## config.mk

```make
export PLATFORM = sky130hd
export DESIGN_NAME = eth_rx_mac
export DESIGN_NICKNAME = d
export VERILOG_FILES = /design/src/design/eth_rx_pkg.sv /design/src/design/rx_byte_if.sv /design/src/design/rx_sfd_align.sv /design/src/design/rx_crc_check.sv /design/src/design/rx_frame_out.sv /design/src/design/rx_pause_timer.sv /design/src/design/eth_rx_mac.sv
export VERILOG_INCLUDE_DIRS = /design/src /design/src/design
export SDC_FILE = /design/constraint.sdc
export NUM_CORES = 1
export LEC_CHECK = 0
export ABC_AREA = 0
export BUFFER_PORTS_ARGS = -buffer_cell sky130_fd_sc_hd__buf_4
export CAP_MARGIN = 20
export CORE_MARGIN = 2
export CORE_UTILIZATION = 55
export DETAILED_ROUTE_END_ITERATION = 10
export HOLD_SLACK_MARGIN = 0.05
export PLACE_DENSITY = 0.78
export SETUP_SLACK_MARGIN = 0.02
export SYNTH_ARGS = -nofsm -noshare
export SYNTH_HDL_FRONTEND = slang
export SYNTH_SLANG_ARGS = --single-unit
```

## constraint.sdc

```tcl
create_clock -name clk -period 3.1 [get_ports clk]
set_input_delay 0.31 -clock clk [delete_from_list [all_inputs] [get_ports clk]]
set_output_delay 0.31 -clock clk [all_outputs]
set_load 0.01 [all_outputs]
```

## src/design/eth_rx_config.svh

```systemverilog
`ifndef ETH_RX_CONFIG_SVH
`define ETH_RX_CONFIG_SVH

// Framing bytes
`define ETH_PREAMBLE        8'h55
`define ETH_SFD             8'hD5
`define ETH_PREAMBLE_MIN    7               // Preamble bytes needed before SFD

// MAC control pause frame
`define ETH_TYPE_PAUSE      16'h8808
`define ETH_OPC_PAUSE       16'h0001

// Reflected CRC-32, register value after a good frame incl. FCS
`define ETH_CRC_SEED        32'hFFFF_FFFF
`define ETH_CRC_RESIDUE     32'hDEBB_20E3

// Clocks per 512 bit times
`define ETH_QUANTUM_GIG     64
`define ETH_QUANTUM_MII     128             // Byte clock is half rate in 10/100

`endif

```

## src/design/eth_rx_pkg.sv

```systemverilog
package eth_rx_pkg;

    typedef logic [7:0]  byte_t;            // One octet from the PHY
    typedef logic [15:0] quanta_t;          // Pause time in 512 bit-time units

    ////////////////////////////////////////////////////////////
    // State and class encodings
    ////////////////////////////////////////////////////////////

    // Aligner: hunting for preamble, counting it, inside frame
    typedef enum logic [1:0] {
        HUNT,
        PREAMBLE,
        FRAME
    } align_state_e;

    // Output stage vs FIFO ready
    typedef enum logic [1:0] {
        IDLE,
        PASS,                               // Beats going to FIFO
        DISCARD                             // Eat bytes until end of frame
    } out_state_e;

    // Opcode derived frame class
    typedef enum logic {
        FRAME_DATA,
        FRAME_PAUSE
    } frame_kind_e;

endpackage

```

## src/design/rx_byte_if.sv

```systemverilog
`timescale 1ns/10ps

// One framed byte per valid clock, no back-pressure
interface rx_byte_if;
    import eth_rx_pkg::*;

    byte_t data;
    logic  valid;                           // Byte present this clock
    logic  first;                           // First byte after SFD
    logic  last;                            // Final byte of frame
    logic  err;                             // Error so far, sticky to last

    modport source (
        output data, valid, first, last, err
    );

    modport sink (
        input  data, valid, first, last, err
    );

endinterface

```

## src/design/rx_sfd_align.sv

```systemverilog
`timescale 1ns/10ps
`include "eth_rx_config.svh"

module rx_sfd_align (
    input  logic              clk,
    input  logic              reset_n,
    input  eth_rx_pkg::byte_t rx_data,
    input  logic              rx_dv,
    input  logic              rx_er,
    input  logic              rx_en,            // Byte strobe from PHY side
    rx_byte_if.source         out
);
    import eth_rx_pkg::*;

    align_state_e state;
    logic [3:0]   pre_cnt;                      // Consecutive preamble bytes, saturating
    byte_t        hold_data;                    // Byte held one strobe
    logic         hold_vld;
    logic         hold_first;
    logic         err_seen;                     // Sticky rx_er for this frame
    logic         emit;
    logic         emit_last;
    logic         err_next;

    // Held byte leaves on every strobe, last once rx_dv drops
    assign emit      = rx_en && state == FRAME && hold_vld;
    assign emit_last = emit && !rx_dv;
    assign err_next  = err_seen | rx_er;

    ////////////////////////////////////////////////////////////
    // Preamble hunt and frame tracking
    ////////////////////////////////////////////////////////////
    always_ff @(posedge clk) begin
        if (!reset_n) begin
            state      <= HUNT;
            pre_cnt    <= 4'd0;
            hold_vld   <= 1'b0;
            hold_first <= 1'b0;
            err_seen   <= 1'b0;
        end else if (rx_en) begin
            case (state)
                HUNT: begin
                    if (rx_dv && rx_data == `ETH_PREAMBLE) begin
                        state   <= PREAMBLE;
                        pre_cnt <= 4'd1;
                    end
                end
                PREAMBLE: begin
                    if (rx_dv && rx_data == `ETH_PREAMBLE) begin
                        if (pre_cnt != 4'hF)
                            pre_cnt <= pre_cnt + 4'd1;
                    end else if (rx_dv && rx_data == `ETH_SFD &&
                                 pre_cnt >= `ETH_PREAMBLE_MIN) begin
                        state      <= FRAME;    // SFD after enough preamble
                        hold_vld   <= 1'b0;
                        hold_first <= 1'b1;
                        err_seen   <= 1'b0;
                    end else begin
                        state   <= HUNT;        // Short preamble or stray byte
                        pre_cnt <= 4'd0;
                    end
                end
                FRAME: begin
                    if (rx_dv) begin
                        hold_vld <= 1'b1;
                        err_seen <= err_next;
                        if (hold_vld)
                            hold_first <= 1'b0; // First one went out now
                    end else begin
                        state    <= HUNT;       // End of frame
                        pre_cnt  <= 4'd0;
                        hold_vld <= 1'b0;
                    end
                end
                default: state <= HUNT;
            endcase
        end
    end

    always_ff @(posedge clk) begin
        if (rx_en && state == FRAME && rx_dv)
            hold_data <= rx_data;
    end

    // Registered stage output
    always_ff @(posedge clk) begin
        if (!reset_n) begin
            out.valid <= 1'b0;
            out.first <= 1'b0;
            out.last  <= 1'b0;
            out.err   <= 1'b0;
        end else begin
            out.valid <= emit;
            out.first <= emit & hold_first;
            out.last  <= emit_last;
            out.err   <= emit & err_next;
        end
    end

    always_ff @(posedge clk) begin
        if (emit)
            out.data <= hold_data;
    end

endmodule

```

## src/design/rx_crc_check.sv

```systemverilog
`timescale 1ns/10ps
`include "eth_rx_config.svh"

module rx_crc_check (
    input  logic      clk,
    input  logic      reset_n,
    rx_byte_if.sink   in,
    rx_byte_if.source out
);
    import eth_rx_pkg::*;

    localparam logic [31:0] CRC_POLY = 32'hEDB8_8320;   // Reflected 802.3 polynomial

    // One byte of reflected CRC-32, LSB first
    function automatic logic [31:0] crc_update(input logic [31:0] crc, input byte_t d);
        logic [31:0] c;
        c = crc ^ {24'd0, d};
        for (int i = 0; i < 8; i++) begin
            c = c[0] ? ((c >> 1) ^ CRC_POLY) : (c >> 1);
        end
        return c;
    endfunction

    logic [31:0] crc_q;
    logic [31:0] crc_next;
    byte_t       fcs_buf [4];               // [3] is the oldest byte
    logic [2:0]  fill;                      // Bytes held, 0 to 4
    logic        first_pend;                // First byte not yet pushed out
    logic        full;
    logic        push;                      // Oldest byte leaves this clock
    logic        crc_bad;

    // Restart from seed on the first byte
    assign crc_next = crc_update(in.first ? `ETH_CRC_SEED : crc_q, in.data);
    assign crc_bad  = crc_next != `ETH_CRC_RESIDUE;
    assign full     = !in.first && fill == 3'd4;
    assign push     = in.valid && full;

    ////////////////////////////////////////////////////////////
    // Holdback fill level
    ////////////////////////////////////////////////////////////
    always_ff @(posedge clk) begin
        if (!reset_n) begin
            fill       <= 3'd0;
            first_pend <= 1'b0;
        end else if (in.valid) begin
            if (in.last) begin
                fill       <= 3'd0;         // Held bytes are the FCS, dropped
                first_pend <= 1'b0;
            end else if (in.first) begin
                fill       <= 3'd1;
                first_pend <= 1'b1;
            end else begin
                if (fill != 3'd4)
                    fill <= fill + 3'd1;
                if (full)
                    first_pend <= 1'b0;
            end
        end
    end

    // CRC register and shift buffer
    always_ff @(posedge clk) begin
        if (in.valid) begin
            crc_q      <= crc_next;
            fcs_buf[0] <= in.data;
            fcs_buf[1] <= fcs_buf[0];
            fcs_buf[2] <= fcs_buf[1];
            fcs_buf[3] <= fcs_buf[2];
        end
    end

    ////////////////////////////////////////////////////////////
    // Output, last moved onto final payload byte
    ////////////////////////////////////////////////////////////
    always_ff @(posedge clk) begin
        if (!reset_n) begin
            out.valid <= 1'b0;
            out.first <= 1'b0;
            out.last  <= 1'b0;
            out.err   <= 1'b0;
        end else begin
            out.valid <= push;
            out.first <= push & first_pend;
            out.last  <= push & in.last;
            out.err   <= push & (in.err | (in.last & crc_bad));   // Residue check at end
        end
    end

    always_ff @(posedge clk) begin
        if (push)
            out.data <= fcs_buf[3];
    end

endmodule

```

## src/design/rx_frame_out.sv

```systemverilog
`timescale 1ns/10ps
`include "eth_rx_config.svh"

module rx_frame_out (
    input  logic                clk,
    input  logic                reset_n,
    rx_byte_if.sink             in,
    input  logic                s_ready,        // FIFO can take a beat
    output eth_rx_pkg::byte_t   m_tdata,
    output logic                m_tvalid,
    output logic                m_tlast,
    output logic                m_tuser,
    output logic                pause_start,
    output eth_rx_pkg::quanta_t pause_quanta
);
    import eth_rx_pkg::*;

    out_state_e  state;
    logic [4:0]  byte_cnt;                      // Header position, saturating
    logic [4:0]  byte_idx;                      // Position of the byte now on in
    logic [15:0] eth_type;
    logic [15:0] opcode;
    quanta_t     quanta;
    frame_kind_e kind;
    logic        bad_end;                       // tuser for a normal last beat

    assign byte_idx     = in.first ? 5'd0 : byte_cnt;
    assign kind         = (eth_type == `ETH_TYPE_PAUSE && opcode == `ETH_OPC_PAUSE) ?
                          FRAME_PAUSE : FRAME_DATA;
    assign bad_end      = in.err | (kind == FRAME_PAUSE);
    assign pause_quanta = quanta;

    // Header fields, big endian on the wire
    always_ff @(posedge clk) begin
        if (in.valid) begin
            if (in.first) begin
                eth_type <= 16'd0;
                opcode   <= 16'd0;
            end
            case (byte_idx)
                5'd12:   eth_type[15:8] <= in.data;
                5'd13:   eth_type[7:0]  <= in.data;
                5'd14:   opcode[15:8]   <= in.data;
                5'd15:   opcode[7:0]    <= in.data;
                5'd16:   quanta[15:8]   <= in.data;
                5'd17:   quanta[7:0]    <= in.data;
                default: ;
            endcase
        end
    end

    ////////////////////////////////////////////////////////////
    // FIFO handshake and drop FSM
    ////////////////////////////////////////////////////////////
    always_ff @(posedge clk) begin
        if (!reset_n) begin
            state       <= IDLE;
            byte_cnt    <= 5'd0;
            m_tvalid    <= 1'b0;
            m_tlast     <= 1'b0;
            m_tuser     <= 1'b0;
            pause_start <= 1'b0;
        end else begin
            m_tvalid    <= 1'b0;
            m_tlast     <= 1'b0;
            m_tuser     <= 1'b0;
            pause_start <= in.valid && in.last && !in.err && kind == FRAME_PAUSE;
            if (in.valid) begin
                byte_cnt <= (byte_idx == 5'd31) ? byte_idx : byte_idx + 5'd1;
                case (state)
                    IDLE: begin
                        if (in.first && s_ready) begin
                            m_tvalid <= 1'b1;
                            m_tlast  <= in.last;
                            m_tuser  <= in.last & bad_end;
                            state    <= in.last ? IDLE : PASS;
                        end else if (in.first) begin
                            state <= in.last ? IDLE : DISCARD;  // Not ready at SFD
                        end
                    end
                    PASS: begin
                        m_tvalid <= 1'b1;
                        m_tlast  <= in.last | !s_ready;         // Cut short when ready falls
                        m_tuser  <= (in.last & bad_end) | !s_ready;
                        if (in.last)
                            state <= IDLE;
                        else if (!s_ready)
                            state <= DISCARD;
                    end
                    DISCARD: if (in.last) state <= IDLE;
                    default: state <= IDLE;
                endcase
            end
        end
    end

    always_ff @(posedge clk) begin
        if (in.valid)
            m_tdata <= in.data;
    end

endmodule

```

## src/design/rx_pause_timer.sv

```systemverilog
`timescale 1ns/10ps
`include "eth_rx_config.svh"

module rx_pause_timer (
    input  logic                clk,
    input  logic                reset_n,
    input  logic                mii_sel,        // 10/100 mode, slower quantum
    input  logic                pause_start,
    input  eth_rx_pkg::quanta_t pause_quanta,
    output logic                rx_pause
);
    import eth_rx_pkg::*;

    localparam logic [6:0] LAST_GIG = 7'(`ETH_QUANTUM_GIG - 1);
    localparam logic [6:0] LAST_MII = 7'(`ETH_QUANTUM_MII - 1);

    quanta_t    quanta_left;                    // Remaining quanta
    logic [6:0] clk_cnt;                        // Clocks within current quantum
    logic [6:0] clk_last;

    assign clk_last = mii_sel ? LAST_MII : LAST_GIG;
    assign rx_pause = quanta_left != '0;

    ////////////////////////////////////////////////////////////
    // Quantum counter, reload on a new request
    ////////////////////////////////////////////////////////////
    always_ff @(posedge clk) begin
        if (!reset_n) begin
            quanta_left <= '0;
            clk_cnt     <= 7'd0;
        end else if (pause_start) begin
            quanta_left <= pause_quanta;        // Zero gives no pause
            clk_cnt     <= 7'd0;
        end else if (rx_pause) begin
            if (clk_cnt == clk_last) begin
                clk_cnt     <= 7'd0;
                quanta_left <= quanta_left - 16'd1;
            end else begin
                clk_cnt <= clk_cnt + 7'd1;
            end
        end
    end

endmodule

```

## src/design/eth_rx_mac.sv

```systemverilog
`timescale 1ns/10ps

module eth_rx_mac (
    input  logic              clk,
    input  logic              reset_n,
    input  eth_rx_pkg::byte_t rx_data,
    input  logic              rx_dv,
    input  logic              rx_er,
    input  logic              rx_en,            // Byte strobe
    input  logic              mii_sel,
    input  logic              s_ready,          // FIFO ready
    output eth_rx_pkg::byte_t m_tdata,
    output logic              m_tvalid,
    output logic              m_tlast,
    output logic              m_tuser,
    output logic              rx_pause
);
    import eth_rx_pkg::*;

    logic    pause_start;
    quanta_t pause_quanta;

    rx_byte_if a2c ();                          // Aligner to CRC check
    rx_byte_if c2f ();                          // CRC check to frame stage

    ////////////////////////////////////////////////////////////
    // Receive pipeline
    ////////////////////////////////////////////////////////////
    rx_sfd_align u_align (
        .clk     (clk),
        .reset_n (reset_n),
        .rx_data (rx_data),
        .rx_dv   (rx_dv),
        .rx_er   (rx_er),
        .rx_en   (rx_en),
        .out     (a2c.source)
    );

    rx_crc_check u_crc (
        .clk     (clk),
        .reset_n (reset_n),
        .in      (a2c.sink),
        .out     (c2f.source)
    );

    rx_frame_out u_frame (
        .clk          (clk),
        .reset_n      (reset_n),
        .in           (c2f.sink),
        .s_ready      (s_ready),
        .m_tdata      (m_tdata),
        .m_tvalid     (m_tvalid),
        .m_tlast      (m_tlast),
        .m_tuser      (m_tuser),
        .pause_start  (pause_start),
        .pause_quanta (pause_quanta)
    );

    rx_pause_timer u_pause (
        .clk          (clk),
        .reset_n      (reset_n),
        .mii_sel      (mii_sel),
        .pause_start  (pause_start),
        .pause_quanta (pause_quanta),
        .rx_pause     (rx_pause)
    );

endmodule

```

==> results.py <==
metrics = {
    "status": {
        "run_status": "completed",
    },
    "yosys": {
        "synthCells": 757,
        "post_synth_most_frequent_cells": "sky130_fd_sc_hd__edfxtp_1, sky130_fd_sc_hd__nor2_1, sky130_fd_sc_hd__xnor2_1",
        "synth.cell_area_sq_um": 9020,
        "yosys.area.top_type_share_pct": 47.94,
        "post_synth_num_cell_types": 58,
        "ys_seq_elements": 199,
        "dominantRegCellSynth": "sky130_fd_sc_hd__edfxtp_1",
        "post_synth_main_area_contributors": "sky130_fd_sc_hd__edfxtp_1, sky130_fd_sc_hd__dfxtp_1, sky130_fd_sc_hd__xnor2_1",
        "synth_most_common_cell": "sky130_fd_sc_hd__edfxtp_1",
        "synth.area.mux_share_pct": 1.262,
        "synth-edff-count": 144,
        "synthXorXnorAreaFrac_pct": 12.08,
        "syn-num-nets": 786,
        "synth_compound_gate_area_share_pct": 6.755,
        "asyncSetResetFlopFracSynth_pct": 0,
        "synthDominantAreaCellType": "sky130_fd_sc_hd__edfxtp_1",
        "synth_sequential_area_ratio_pct": 60.15,
        "area_share_of_and_or_nand_nor_cells_after_synthesis_pct": 15.36,
        "ys.warnings.count": 0,
        "post_synth.cell_area_avg_sq_um": 11.92,
        "synth_top_family_by_area": "simple AND/OR/NAND/NOR gates",
        "synth_adder_area_share_pct": 1.942,
    },
    "sta": {
        "rsz0062_at_grt": "no",
        "maxSlewHeadroom_pct": 28.23,
        "max_slew_violation_count": 0,
        "fin_setup_tns_ps": 0,
        "final_hold_viol_count": 0,
        "ratio_of_final_minimum_period_to_clock_period_pct": 90.68,
        "finClkSkew_ps": 11.97,
        "fmax_mhz": 355.7,
        "number_of_setup_violations_in_the_final_report": 0,
        "tightestPinTransition_ps": 1075,
        "period_needed_ps": 2811,
    },
    "clocking": {
        "cts_tree": "yes",
        "cts_resized": 0,
        "reg_clk_slew_reported_paths_ps": 60,
        "insertion_delay_ps": 430,
        "cts.path.max_buffers": 2,
        "cts_root_buf": "sky130_fd_sc_hd__clkbuf_16",
        "cts_inserted_buffers": 17,
        "clock-sinks": 199,
        "post_cts_buffers": 0,
        "cts_max_level": 4,
    },
    "cells_and_area": {
        "antenna-diode-count": 0,
        "drive_gt1_share_pct": 9.850,
        "final_nets": 818,
        "area_growth_syn_to_layout_pct": 12.93,
        "layout.core_utilization_pct": 63.89,
    },
    "worst_setup_path": {
        "worst_setup_path_startpoint": "u_crc.crc_q[0]",
        "capturing_element_type_of_the_critical_path": "flop",
        "worst-setup-path-type": "reg2reg",
        "worst_ep_required_ps": 3400,
        "worst-endpoint-arrival_ps": 3110,
        "crit_path_max_fanout": 7,
        "cp-start-kind": "flop",
        "worst_r2r_startpoint": "u_crc.crc_q[0]",
    },
    "pwr": {
        "finalPower_mw": 5.374,
        "combinationalPowerShare_pct": 0.9,
        "p_switching_mw": 1.005,
        "power.share.sequential_pct": 52.4,
        "power.leakage_nw": 3.694,
        "p_per_area_nw_per_um2": 527.6,
        "worst_ir_drop_vdd_mv": 0.4514,
        "sw_frac_of_total_pct": 18.71,
        "p_clk_share_pct": 46.7,
        "internal_power_mw": 4.369,
    },
    "floorplan": {
        "ios": 27,
        "chipWidth_um": 132.1,
        "starting_density_pct": 56.58,
        "fp.coreArea_sq_um": 15940,
        "dieArea_sq_um": 17440,
        "die_height_um": 132.1,
        "placement_rows": 46,
    },
    "place": {
        "routabilityCongestion": 0.8869,
        "dp_hpwl_mm": 12.43,
        "port_buffers": 26,
    },
    "job": {
        "number_of_maximum_capacitance_constraint_violations": 0,
    },
    "global_routing": {
        "grt_first_pass_wirelength_mm": 29.15,
        "grt_max_degree": 58,
        "grt_antenna_before_repair": 0,
        "grt_pass1_vias": 5753,
        "globalRouteTotalUtil_pct": 21.51,
        "globalRoute.totalOverflow": 0,
    },
    "route": {
        "routed_via_density": 5.867,
        "route.vias.total": 5973,
        "initialDrtViolationCount": 636,
        "routed_wire_length_per_instance_um": 17.88,
        "drt_wl_total_mm": 18.21,
        "count_of_tritonroute_iterations_in_the_first_routing_pass": 8,
        "postRouteAntennaNets": 0,
        "drc": 0,
    },
    "min_path": {
        "worstHoldStart": "rx_data[6]",
        "holdCritPathClass": "in2reg",
    },
}
area by class of cell:
cell class,instances,area (sq um)
Tap cell,216,270.3
Multi-Input combinational cell,502,3378
Timing Repair Buffer,43,337.8
Clock buffer,19,432.9
Clock inverter,13,242.7
Fill cell,1193,5757
Inverter,26,97.59
Sequential cell,199,5426
metrics by stage:
stage	hold slack, ps	cells	cell area [sq um]	setup WS [ps]
5_1_grt	50.85	1018	10190	86.41
6_report	73.67	1018	10190	288.8
3_5_place_dp	404.5	980	9450	343.9
2_1_floorplan	382.4	757	9020	245.4
4_1_cts	52.09	1016	10170	318.6
3_3_place_gp	400.4	980	9450	411.4
power groups by stage:
| stage | clock (mW) | sequential, mW | combinational (mW) |
|---|---|---|---|
| 2_1_floorplan | 0 | 2.88 | 0.0170 |
| 3_3_place_gp | 0 | 2.88 | 0.0392 |
| 3_5_place_dp | 0 | 2.88 | 0.0413 |
| 4_1_cts | 2.54 | 2.82 | 0.0454 |
| 5_1_grt | 2.65 | 2.82 | 0.0527 |
| 6_report | 2.51 | 2.82 | 0.0486 |
state kept, by name, indices dropped and copies added (netlist names), 2 cells and up:
| name | flops |
|---|---|
| u_frame.pause_quanta | 16 |
| u_crc.fill | 3 |
| u_align.pre_cnt | 4 |
| u_align.hold_data | 8 |
| u_pause.clk_cnt | 7 |
| u_crc.fcs_buf | 32 |
| u_frame.m_tdata | 8 |
| u_align.state | 2 |
| u_frame.opcode | 16 |
| u_frame.eth_type | 16 |
| u_align.out.data | 8 |
| u_frame.byte_cnt | 5 |
| u_frame.state | 2 |
| u_crc.crc_q | 32 |
| u_pause.quanta_left | 16 |
| u_crc.out.data | 8 |
critical path: stages (launching register included):
cell and delay [ps]:
sky130_fd_sc_hd__edfxtp_1 550, sky130_fd_sc_hd__xnor2_1 200, sky130_fd_sc_hd__o21ai_1 310, sky130_fd_sc_hd__nand2_2 220, sky130_fd_sc_hd__xnor2_1 490, sky130_fd_sc_hd__xnor2_1 160
sky130_fd_sc_hd__or3_1 410, sky130_fd_sc_hd__nor4_1 230, sky130_fd_sc_hd__a21oi_1 110
placed cells by master (no fill, tap or decap), types with 5 or more instances in the layout:
cell type,instances
sky130_fd_sc_hd__bufinv_16,6
sky130_fd_sc_hd__xor2_1,27
sky130_fd_sc_hd__nor4b_1,7
sky130_fd_sc_hd__a211oi_1,7
sky130_fd_sc_hd__and2_1,10
sky130_fd_sc_hd__nand3_1,11
sky130_fd_sc_hd__nor2b_1,5
sky130_fd_sc_hd__xnor2_1,81
sky130_fd_sc_hd__a21oi_1,33
sky130_fd_sc_hd__nand4_1,13
sky130_fd_sc_hd__clkbuf_16,17
sky130_fd_sc_hd__nor4_1,11
sky130_fd_sc_hd__edfxtp_1,144
sky130_fd_sc_hd__o211a_1,5
sky130_fd_sc_hd__nand2_1,36
sky130_fd_sc_hd__nor3_1,12
sky130_fd_sc_hd__nand2b_1,10
sky130_fd_sc_hd__ha_1,14
sky130_fd_sc_hd__or3_1,9
sky130_fd_sc_hd__inv_1,25
sky130_fd_sc_hd__o21a_1,7
sky130_fd_sc_hd__mux2i_1,8
sky130_fd_sc_hd__dfxtp_1,54
sky130_fd_sc_hd__nor2_1,86
sky130_fd_sc_hd__dlygate4sd3_1,6
sky130_fd_sc_hd__buf_4,37
sky130_fd_sc_hd__o21ai_0,14
sky130_fd_sc_hd__and3_1,44
per-layer routing:
layer	global-route usage (%)	routed length [um]	vias up	part of all wire [%]
li1	-	-	2783	-
met2	35.97	9105	224	50
met4	9.722	533	0	2.9
met1	26.81	7606	2916	42
met5	0	0	-	0
met3	4.844	960	50	5.3
kinds of logic after synthesis:
logic type,count (synthesis)
simple gates,269
flops,199
xor+xnor,115
compound gates,93
buf+inv,56
fa+ha+maj,14
mux,11
what timing repair did:
action	in CTS	in global routing
hold buffers	4	2
endpoints found under the hold margin	4	2
endpoints found under the setup margin	0	0
path summary, 6_finish.rpt:
path	cells past startpoint	slack, ps	end
setup / recovery	8	290	u_crc.out.err
setup reg to reg	8	290	u_crc.out.err
hold / removal	1	70	u_align.hold_data[6]
hold reg to reg	0	420	u_crc.out.data[6]
No activity file was read; power rests on OpenSTA's default activity.
